<file path="src/ntm_hidden_gate_pkg.sv">
/*
 * NTM hidden gate shared definitions
 * Default fixed-point widths for the hidden-state datapath
 * and the state encoding of the element controller
 */

package ntm_hidden_gate_pkg;

  ////////////////////
  // Fixed-point format
  ////////////////////

  // Signed element width
  parameter int DEFAULT_DATA_SIZE = 16;

  // Fraction bits, so 1.0 is 256
  parameter int DEFAULT_FRAC_SIZE = 8;

  // Vector length and element counter width
  parameter int DEFAULT_LENGTH_SIZE = 8;

  ////////////////////
  // Controller states
  ////////////////////

  // Element request and count sequence
  typedef enum logic [2:0] {
    IDLE       = 3'd0,
    REQUEST    = 3'd1,
    WAIT_INPUT = 3'd2,
    COMPUTE    = 3'd3,
    DONE       = 3'd4
  } gate_state_t;

endpackage

</file>
<file path="src/ntm_vector_tanh.sv">
/*
 * NTM element tanh
 * Two-stage piecewise-linear tanh of one signed fixed-point element
 * Segments are identity, quarter plus half slope, and saturation at 1.0
 */

module ntm_vector_tanh #(
  parameter int DATA_SIZE = ntm_hidden_gate_pkg::DEFAULT_DATA_SIZE,
  parameter int FRAC_SIZE = ntm_hidden_gate_pkg::DEFAULT_FRAC_SIZE
) (
  input  logic                 CLK,
  input  logic                 RST,
  input  logic                 data_in_enable,
  input  logic [DATA_SIZE-1:0] data_in,
  output logic                 data_out_enable,
  output logic [DATA_SIZE-1:0] data_out
);

  // Fixed-point breakpoints and levels
  localparam logic [DATA_SIZE-1:0] FP_QUARTER  = DATA_SIZE'(1) << (FRAC_SIZE - 2);
  localparam logic [DATA_SIZE-1:0] FP_HALF     = DATA_SIZE'(1) << (FRAC_SIZE - 1);
  localparam logic [DATA_SIZE-1:0] FP_ONE      = DATA_SIZE'(1) << FRAC_SIZE;
  localparam logic [DATA_SIZE-1:0] FP_ONE_HALF = FP_ONE + FP_HALF;

  // Segment codes
  localparam logic [1:0] SEG_LINEAR = 2'd0;
  localparam logic [1:0] SEG_SLOPE  = 2'd1;
  localparam logic [1:0] SEG_SAT    = 2'd2;

  logic [DATA_SIZE-1:0] abs_x;
  logic [1:0]           seg_sel;

  // Stage 1 registers
  logic                 valid_s1;
  logic                 neg_s1;
  logic [1:0]           seg_s1;
  logic [DATA_SIZE-1:0] mag_s1;

  // Stage 2 segment value before sign
  logic [DATA_SIZE-1:0] y_mag;

  ////////////////////
  // Stage 1
  ////////////////////

  assign abs_x = data_in[DATA_SIZE-1] ? -data_in : data_in;

  // Breakpoints at 0.5 and 1.5
  // Most negative code keeps its top bit as magnitude and saturates
  assign seg_sel = (abs_x < FP_HALF)     ? SEG_LINEAR :
                   (abs_x < FP_ONE_HALF) ? SEG_SLOPE : SEG_SAT;

  always_ff @(posedge CLK or posedge RST) begin
    if (RST) begin
      valid_s1 <= 1'b0;
    end else begin
      valid_s1 <= data_in_enable;
    end
  end

  // Operand fields only move with a new element
  always_ff @(posedge CLK) begin
    if (data_in_enable) begin
      neg_s1 <= data_in[DATA_SIZE-1];
      seg_s1 <= seg_sel;
      mag_s1 <= abs_x;
    end
  end

  ////////////////////
  // Stage 2
  ////////////////////

  always_comb begin
    case (seg_s1)
      SEG_LINEAR: y_mag = mag_s1;
      // Floor halving of the magnitude
      SEG_SLOPE:  y_mag = FP_QUARTER + (mag_s1 >> 1);
      default:    y_mag = FP_ONE;
    endcase
  end

  always_ff @(posedge CLK or posedge RST) begin
    if (RST) begin
      data_out_enable <= 1'b0;
    end else begin
      data_out_enable <= valid_s1;
    end
  end

  // Odd function so the sign is put back last
  always_ff @(posedge CLK) begin
    if (valid_s1) begin
      data_out <= neg_s1 ? -y_mag : y_mag;
    end
  end

  // One element per strobe with a gap between strobes
  assert property (@(posedge CLK) disable iff (RST)
    data_in_enable |=> !data_in_enable);

endmodule

</file>
<file path="src/ntm_vector_multiplier.sv">
/*
 * NTM element multiplier
 * One-stage signed fixed-point product of two elements
 * Rescaled by the fraction width and saturated to the element range
 */

module ntm_vector_multiplier #(
  parameter int DATA_SIZE = ntm_hidden_gate_pkg::DEFAULT_DATA_SIZE,
  parameter int FRAC_SIZE = ntm_hidden_gate_pkg::DEFAULT_FRAC_SIZE
) (
  input  logic                 CLK,
  input  logic                 RST,
  input  logic                 data_in_enable,
  input  logic [DATA_SIZE-1:0] data_a_in,
  input  logic [DATA_SIZE-1:0] data_b_in,
  output logic                 data_out_enable,
  output logic [DATA_SIZE-1:0] data_out
);

  // Element range limits
  localparam logic [DATA_SIZE-1:0] MAX_VALUE = {1'b0, {(DATA_SIZE-1){1'b1}}};
  localparam logic [DATA_SIZE-1:0] MIN_VALUE = {1'b1, {(DATA_SIZE-1){1'b0}}};

  logic signed [2*DATA_SIZE-1:0] product;
  logic signed [2*DATA_SIZE-1:0] scaled;
  logic                          pos_ovf;
  logic                          neg_ovf;
  logic [DATA_SIZE-1:0]          result;

  ////////////////////
  // Product and rescale
  ////////////////////

  // Full width so no bits are lost before the shift
  assign product = $signed(data_a_in) * $signed(data_b_in);

  // Arithmetic shift rounds toward minus infinity
  assign scaled = product >>> FRAC_SIZE;

  ////////////////////
  // Saturation
  ////////////////////

  // Upper bits must all match the element sign bit
  assign pos_ovf = !scaled[2*DATA_SIZE-1] && (|scaled[2*DATA_SIZE-2:DATA_SIZE-1]);
  assign neg_ovf = scaled[2*DATA_SIZE-1] && !(&scaled[2*DATA_SIZE-2:DATA_SIZE-1]);

  always_comb begin
    if (pos_ovf) begin
      result = MAX_VALUE;
    end else if (neg_ovf) begin
      result = MIN_VALUE;
    end else begin
      result = scaled[DATA_SIZE-1:0];
    end
  end

  // Result register with its strobe
  always_ff @(posedge CLK or posedge RST) begin
    if (RST) begin
      data_out_enable <= 1'b0;
      data_out        <= '0;
    end else begin
      data_out_enable <= data_in_enable;
      if (data_in_enable) begin
        data_out <= result;
      end
    end
  end

  // Operands from the controller and the tanh unit are settled
  assert property (@(posedge CLK) disable iff (RST)
    data_in_enable |-> !$isunknown({data_a_in, data_b_in}));

endmodule

</file>
<file path="src/ntm_hidden_gate_vector.sv">
/*
 * NTM hidden gate vector
 * h(l) = o(l) * tanh(s(l)) for l from 0 to L-1 in signed fixed point
 * Requests one element at a time, waits for both operands,
 * runs them through tanh and the multiplier, then pulses ready
 */

module ntm_hidden_gate_vector #(
  parameter int DATA_SIZE   = ntm_hidden_gate_pkg::DEFAULT_DATA_SIZE,
  parameter int FRAC_SIZE   = ntm_hidden_gate_pkg::DEFAULT_FRAC_SIZE,
  parameter int LENGTH_SIZE = ntm_hidden_gate_pkg::DEFAULT_LENGTH_SIZE
) (
  input  logic                   CLK,
  input  logic                   RST,
  input  logic                   start,
  output logic                   ready,
  input  logic                   s_in_enable,
  input  logic                   o_in_enable,
  output logic                   s_out_enable,
  output logic                   o_out_enable,
  output logic                   h_out_enable,
  input  logic [LENGTH_SIZE-1:0] size_l_in,
  input  logic [DATA_SIZE-1:0]   s_in,
  input  logic [DATA_SIZE-1:0]   o_in,
  output logic [DATA_SIZE-1:0]   h_out
);

  import ntm_hidden_gate_pkg::*;

  gate_state_t state;

  // Vector length and element index
  logic [LENGTH_SIZE-1:0] length_l;
  logic [LENGTH_SIZE-1:0] elem_count;
  logic                   last_elem;

  // Operand arrival flags
  logic s_received;
  logic o_received;

  // Operand registers
  logic [DATA_SIZE-1:0] s_reg;
  logic [DATA_SIZE-1:0] o_reg;

  // Tanh unit handshake
  logic                 tanh_in_enable;
  logic                 tanh_out_enable;
  logic [DATA_SIZE-1:0] tanh_out;

  assign last_elem = (elem_count == length_l - LENGTH_SIZE'(1));

  ////////////////////
  // Controller FSM
  ////////////////////

  always_ff @(posedge CLK or posedge RST) begin
    if (RST) begin
      state          <= IDLE;
      ready          <= 1'b0;
      s_out_enable   <= 1'b0;
      o_out_enable   <= 1'b0;
      tanh_in_enable <= 1'b0;
      s_received     <= 1'b0;
      o_received     <= 1'b0;
      length_l       <= '0;
      elem_count     <= '0;
    end else begin
      // Strobes last one cycle
      ready          <= 1'b0;
      s_out_enable   <= 1'b0;
      o_out_enable   <= 1'b0;
      tanh_in_enable <= 1'b0;

      case (state)
        IDLE: begin
          if (start) begin
            length_l   <= size_l_in;
            elem_count <= '0;
            state      <= REQUEST;
          end
        end

        // First element request
        REQUEST: begin
          s_out_enable <= 1'b1;
          o_out_enable <= 1'b1;
          state        <= WAIT_INPUT;
        end

        // s and o may arrive in either order
        WAIT_INPUT: begin
          if (s_received && o_received) begin
            tanh_in_enable <= 1'b1;
            s_received     <= 1'b0;
            o_received     <= 1'b0;
            state          <= COMPUTE;
          end else begin
            if (s_in_enable) begin
              s_received <= 1'b1;
            end
            if (o_in_enable) begin
              o_received <= 1'b1;
            end
          end
        end

        // Wait for the multiplier strobe
        COMPUTE: begin
          if (h_out_enable) begin
            elem_count <= elem_count + LENGTH_SIZE'(1);
            if (last_elem) begin
              ready <= 1'b1;
              state <= DONE;
            end else begin
              s_out_enable <= 1'b1;
              o_out_enable <= 1'b1;
              state        <= WAIT_INPUT;
            end
          end
        end

        // ready high in this cycle
        DONE: begin
          state <= IDLE;
        end

        default: begin
          state <= IDLE;
        end
      endcase
    end
  end

  ////////////////////
  // Operand capture
  ////////////////////

  always_ff @(posedge CLK) begin
    if (state == WAIT_INPUT && s_in_enable) begin
      s_reg <= s_in;
    end
    if (state == WAIT_INPUT && o_in_enable) begin
      o_reg <= o_in;
    end
  end

  ////////////////////
  // Datapath
  ////////////////////

  // tanh(s), two cycles
  ntm_vector_tanh #(
    .DATA_SIZE(DATA_SIZE),
    .FRAC_SIZE(FRAC_SIZE)
  ) vector_tanh (
    .CLK            (CLK),
    .RST            (RST),
    .data_in_enable (tanh_in_enable),
    .data_in        (s_reg),
    .data_out_enable(tanh_out_enable),
    .data_out       (tanh_out)
  );

  // o * tanh(s), one cycle, straight to the outputs
  ntm_vector_multiplier #(
    .DATA_SIZE(DATA_SIZE),
    .FRAC_SIZE(FRAC_SIZE)
  ) vector_multiplier (
    .CLK            (CLK),
    .RST            (RST),
    .data_in_enable (tanh_out_enable),
    .data_a_in      (o_reg),
    .data_b_in      (tanh_out),
    .data_out_enable(h_out_enable),
    .data_out       (h_out)
  );

  // Empty vectors are not supported
  assert property (@(posedge CLK) disable iff (RST)
    (state == IDLE && start) |-> (size_l_in != '0));

  // One answer per request on each operand
  assert property (@(posedge CLK) disable iff (RST)
    !(s_in_enable && s_received) && !(o_in_enable && o_received));

  // Source answers only an open request
  assert property (@(posedge CLK) disable iff (RST)
    (s_in_enable || o_in_enable) |-> (state == WAIT_INPUT));

endmodule

</file>
<file path="config.mk">
export PLATFORM = sky130hd
export DESIGN_NAME = ntm_hidden_gate_vector
export DESIGN_NICKNAME = d
export VERILOG_FILES = /design/src/ntm_hidden_gate_pkg.sv /design/src/ntm_vector_tanh.sv /design/src/ntm_vector_multiplier.sv /design/src/ntm_hidden_gate_vector.sv
export SDC_FILE = /design/constraint.sdc
export NUM_CORES = 1
export LEC_CHECK = 0
export BUFFER_PORTS_ARGS = -buffer_cell sky130_fd_sc_hd__buf_2
export CAP_MARGIN = 20
export CORE_MARGIN = 10
export CORE_UTILIZATION = 35
export CTS_CLUSTER_DIAMETER = 80
export CTS_CLUSTER_SIZE = 28
export DETAILED_ROUTE_END_ITERATION = 10
export MAX_ROUTING_LAYER = met4
export PLACE_DENSITY = 0.51
export SYNTH_ARGS = -nofsm -noshare
export SYNTH_HDL_FRONTEND = slang
export SYNTH_SLANG_ARGS = --single-unit
</file>
<file path="constraint.sdc">
create_clock -name CLK -period 6.6 [get_ports CLK]
set_clock_uncertainty 0.15 [all_clocks]
set_input_delay 0.99 -clock CLK [delete_from_list [all_inputs] [get_ports CLK]]
set_output_delay 0.99 -clock CLK [all_outputs]
set_load 0.005 [all_outputs]
</file>
# After elaboration in Yosys (flattened, before gate mapping)
# Index checks and enable logic that the tools add are counted.
# classes
add_sub_neg	5
mul	1
magnitude_cmp	2
eq_ne	8
n_mux	26
n_reduce_logical	19
# op_table
cell	n
$mux 16	4
$mul 16x16->32	1
$neg 16->16	2
$pmux 16 s2	1
$add 7x15->16 const A	1
$lt 16x8->1 const B	1
$lt 16x9->1 const B	1
$mux 8	2
$pmux 8 s2	1
$mux 3	4
$pmux 3 s4	1
$mux 1	11
$reduce_and 9->1	1
$reduce_or 9->1	1
$add 8x1->8 const B	1
$eq 8x8->1	1
$sub 8x1->8 const B	1
$eq 3x2->1 const B	2
$reduce_and 2->1	3
$reduce_and 3->1	2
$reduce_bool 2->1	3
$logic_and 1x1->1	5
$ne 2x2->1 const B	2
$eq 3x1->1 const B	1
other kinds (7)	8
# totals
regBits	110
inputBits	45
out_inout_bits	20
wordCells	79

# Longest topological paths before layout
# depth
word_depth	6
mapped_depth	27
mapped_depth_nobuf	24

# Modules after synthesis
# A second synthesis with hierarchy kept.
# hier_totals
hier_cells	1548
area_unflattened_um2	15208.3
# modules_own_cells
mod	instances	cells_each	area_per_inst_um2	seq_area_each_um2
ntm_vector_multiplier	1	1161	10610.2	425.4
ntm_vector_tanh	1	231	2349.8	1101.1
ntm_hidden_gate_vector	1	156	2248.4	1561.5

# Least setup slack after synthesis
# Ideal clock, no wire load.
# synth_path
path_kind	register to register
start	reg o_reg[15]
end	reg vector_multiplier.data_out[0]
setup_ns	0.131
arrival_time_ns	6.532
required_ns	6.319
slack_ns	-0.213
stages_incl_launch_ff	23
n_path_buf	3
period_less_slack_ns	6.813
cell_sequence	edfxtp_1 > clkbuf_1 > nand2_1 > inv_1 > fa_1 > inv_1 > fa_1 > inv_1 > fa_1 > fa_1 > fa_1 > fa_1 > ha_1 > buf_6 > a21o_1 > o21bai_1 > a221o_1 > or4_1 > a22oi_1 > nand4b_2 > nand2_4 > buf_12 > o22ai_2
# synth_via
elab_chain_len	6
word_cells_on_any_way	9
cone_classes	1 x mul; 2 x mux; 6 x reduce/logical
# synth_rtl
element	line	source
from (decl)	ntm_hidden_gate_vector.sv:43	logic [DATA_SIZE-1:0] o_reg;
from (signal assigned)	ntm_hidden_gate_vector.sv:143	o_reg <= o_in;
$mul 16x16->32 (*)	ntm_vector_multiplier.sv:35	assign product = $signed(data_a_in) * $signed(data_b_in);
$reduce_and 9->1	ntm_vector_multiplier.sv:46	assign neg_ovf = scaled[2*DATA_SIZE-1] && !(&scaled[2*DATA_SIZE-2:DATA_SIZE-1]);
$logic_not 1->1	ntm_vector_multiplier.sv:46	
$logic_and 1x1->1	ntm_vector_multiplier.sv:46	
$mux 16	ntm_vector_multiplier.sv:51	end else if (neg_ovf) begin
$mux 16 (*)	ntm_vector_multiplier.sv:49	if (pos_ovf) begin
to (signal assigned)	ntm_vector_multiplier.sv:66	data_out <= result;
to (decl)	ntm_vector_multiplier.sv:17	output logic [DATA_SIZE-1:0] data_out
# Every way passes the cells marked *; elsewhere a longest branch is shown, timed or not.
# A chain may end at the register's enable or synchronous reset.

# Final worst setup path
# layout_path
start	reg o_reg[7]
end	reg vector_multiplier.data_out[13]
# The elaborated chain is that of the path after synthesis.

==> summary.md <==
| Metric | Value |
|---|---|
| Status | `complete, but fails checks` |
| Failing checks | `setup timing` |
| Fin. max-slew vios | `0` |
| Clk_lat worst skew | `380 ps` |
| CTS tree | `done` |
| Top_reg_cell synth | `edfxtp_1` |
| Total CTS buffers | `9` |
| # DRC | `0` |
| H-tree depth | `3` |
| Slew margin rel. | `0.394` |
| Critical-path cell list | `buf_6 > buf_6 > and2_4 > fa_1 > fa_1 > fa_1 > fa_1 > fa_1 > inv_1 > fa_1 > inv_2 > ha_4 > a21o_1 > o21bai_4 > o21bai_4 > nand2_2 > or4_4 > a2111oi_4 > nand4b_4 > nand2_4 > o22ai_2` |
| DR WL met3 | `1.38 mm` |
| F_max | `150 MHz` |
| Post-synth EDFFs | `67` |
| Layout cells sized above 1 | `0.278` |
| Async SR Flop Fraction | `0.391` |
| # setup viols final | `15` |
| Core outline area | `43,400 um2` |
| Commonest non-fill, non-tap cell in the layout | `inv_1` |
| Worst path top cell family by delay | `adder cells` |
| Clk root buf | `clkbuf_16` |
| Worst setup margin | `-84.7 ps` |
| Sink Count | `110` |
| Vias | `11,507` |
| Mapped cell area | `15,400 um2` |
| Worst Path Max Fanout | `6` |
| CP dominant cell by count | `fa_1` |
| Crit path DAT | `6790 ps` |
| M1 WL | `19.7 mm` |
| RSZ-0062 raised after global routing | `true` |
| Tightest Pin Transition | `907 ps` |
| Fin crit period | `6680 ps` |
| Rows | `76` |
| Via/cell ratio | `4.76` |
| YS warnings | `0` |
| Synth Net Count | `1,977` |
| Antenna Nets Post-Route | `0` |
| Worst Setup End Kind | `flip-flop` |
| First-pass DRT Iterations | `5` |
| Most frequent cells in the layout | `inv_1 (285), fa_1 (236), buf_4 (173)` |
| Die Area | `52,900 um2` |
| Worst Setup Path Type | `reg2reg` |
| Largest net degree at the start of global routing | `44` |
| Die height | `230 um` |
| Crit-path slowest cell | `fa_1` |
| Mapped Avg Cell Area | `9.72 um2` |
| Worst Setup Start Kind | `flip-flop` |
| Initial antenna violation count | `0` |
| Clock buffer depth | `2` |
| Global route overflow | `0` |
| Top sig layer | `met4` |
| I/O Pins | `65` |
| Die width | `230 um` |
| Post-Synthesis Cells | `1,587` |
| Hpwl dp | `33.8 mm` |
| Initial Utilization | `0.356` |
| Required time of the critical path | `6710 ps` |
| Synthesis-stage register bit count | `110` |
| Port Buf Inserts | `64` |
| First-pass GRT wire length | `67.6 mm` |
| Syn-to-layout area delta | `24.7%` |
| Crit share post-route | `1.01` |
| Max_cap viols | `0` |
| Clock-pin transition on the worst setup and hold timing paths | `80 ps` |
| Routability congestion estimate | `0.874` |
| Sequential element share of the synthesized area | `0.200` |
| WP buf/inv | `4` |
| Netlist cell types | `85` |
| Nets | `2,215` |
| Drt total wl | `40.9 mm` |
| Routed WL per cell | `16.9 um` |
| Total GRT Usage | `0.163` |
| WL met2 | `19.1 mm` |
| Final hold vios | `0` |
| Hold-fix buffers, CTS | `0` |
| CP max stage delay | `550 ps` |
| DR iter-0 viols | `525` |
| Tightest Hold Check Type | `reg2reg` |
| Number of global-route vias before repair | `12,437` |
| Final design utilization | `0.444` |
[synthesized netlist by cell type (8+ instances only)]
master	count	area share
o22ai_2	11	0.0089
nand2_1	180	0.044
a211oi_1	9	0.0044
o21ai_0	43	0.014
fa_1	261	0.34
and3_1	8	0.0032
xnor2_1	51	0.029
o211ai_1	8	0.0039
o22ai_1	9	0.0037
nor2_1	72	0.018
edfxtp_1	67	0.13
inv_1	325	0.079
nand4_1	9	0.0037
nor3_1	12	0.0039
a21oi_1	28	0.0091
clkbuf_1	43	0.010
nand2b_1	11	0.0045
ha_1	84	0.068
o31ai_1	8	0.0039
and2_1	123	0.050
a31oi_1	8	0.0032
dfrtp_1	43	0.070
a21o_1	11	0.0054
nand3_1	23	0.0075
xor2_1	18	0.010
[repair_timing]
item                                   in CTS  in global routing
endpoints found under the hold margin       0                  0
gates cloned                                2                  2
setup endpoints to repair                  16                 16
resized for setup                          98                137
pin swaps                                  81                 93
setup buffers                              27                 19
[cells by family (layout without fill, tap and decap cells)]
logic type,Yosys count,after routing,share of synthesized area
xor+xnor,69,69,0.0392
mux,11,11,0.00771
fa+ha+maj,345,345,0.407
other cells,0,1,0
buf+inv,381,623,0.0980
simple gates,484,485,0.157
compound gates,187,187,0.0905
flops,110,110,0.200
[stage by stage]
step / setup TNS, ps / cell area [um2] / hold slack (ps) / setup WS (ps) / std cells
after floorplan: 0 / 15400 / 314 / 2.48 / 1587
after global placement: -4920 / 17600 / 350 / -345 / 2351
after detailed placement: -4730 / 17600 / 359 / -343 / 2351
after CTS: -1650 / 18500 / 370 / -127 / 2396
after global routing: -4060 / 19200 / 390 / -287 / 2415
final: -1040 / 19200 / 370 / -84.7 / 2416
[final timing paths]
check / startpoint / endpoint / slack [ps] / cells after the start
hold / removal: state[2]$_DFFE_PP0P_ / state[0]$_DFFE_PP0P_ / 370 / 1
hold reg to reg: state[2]$_DFFE_PP0P_ / state[0]$_DFFE_PP0P_ / 370 / 1
min in group asynchronous: RST / length_l[4]$_DFFE_PP0P_ / 660 / 2
max in group asynchronous: RST / state[1]$_DFFE_PP0P_ / 5070 / 2
setup reg to reg: o_reg[7]$_DFFE_PP_ / vector_multiplier.data_out[13]$_DFFE_PP0P_ / -80 / 21
setup / recovery: o_reg[7]$_DFFE_PP_ / vector_multiplier.data_out[13]$_DFFE_PP0P_ / -80 / 21
[cell type report]
type / count / area, um2
antenna: 1 / 2.50
sequential: 110 / 3090
multi-input combinational: 1097 / 11700
fill: 4252 / 24100
clock inverter: 5 / 50.0
timing repair buffer: 281 / 2200
inverter: 326 / 1230
clock buffer: 11 / 254
tap: 585 / 732
[worst register-to-register path, delay by kind of cell, from the launching register on]
family | cells | cell delay, ps
adders and majority gates | 7 | 3280
and+or+nand+nor | 5 | 1200
AOI/OAI and AO/OA | 5 | 980
DFF | 1 | 540
buffers and inverters | 4 | 430
[metal layers]
layer	global-route usage	up-vias
li1	-	5477
met1	0.222	5789
met2	0.257	203
met3	0.0203	38
met4	0.0341	0
met5	-	-
Power is not shown: default switching activity piles up to over one toggle a cycle in this logic, so the estimate is an artifact.
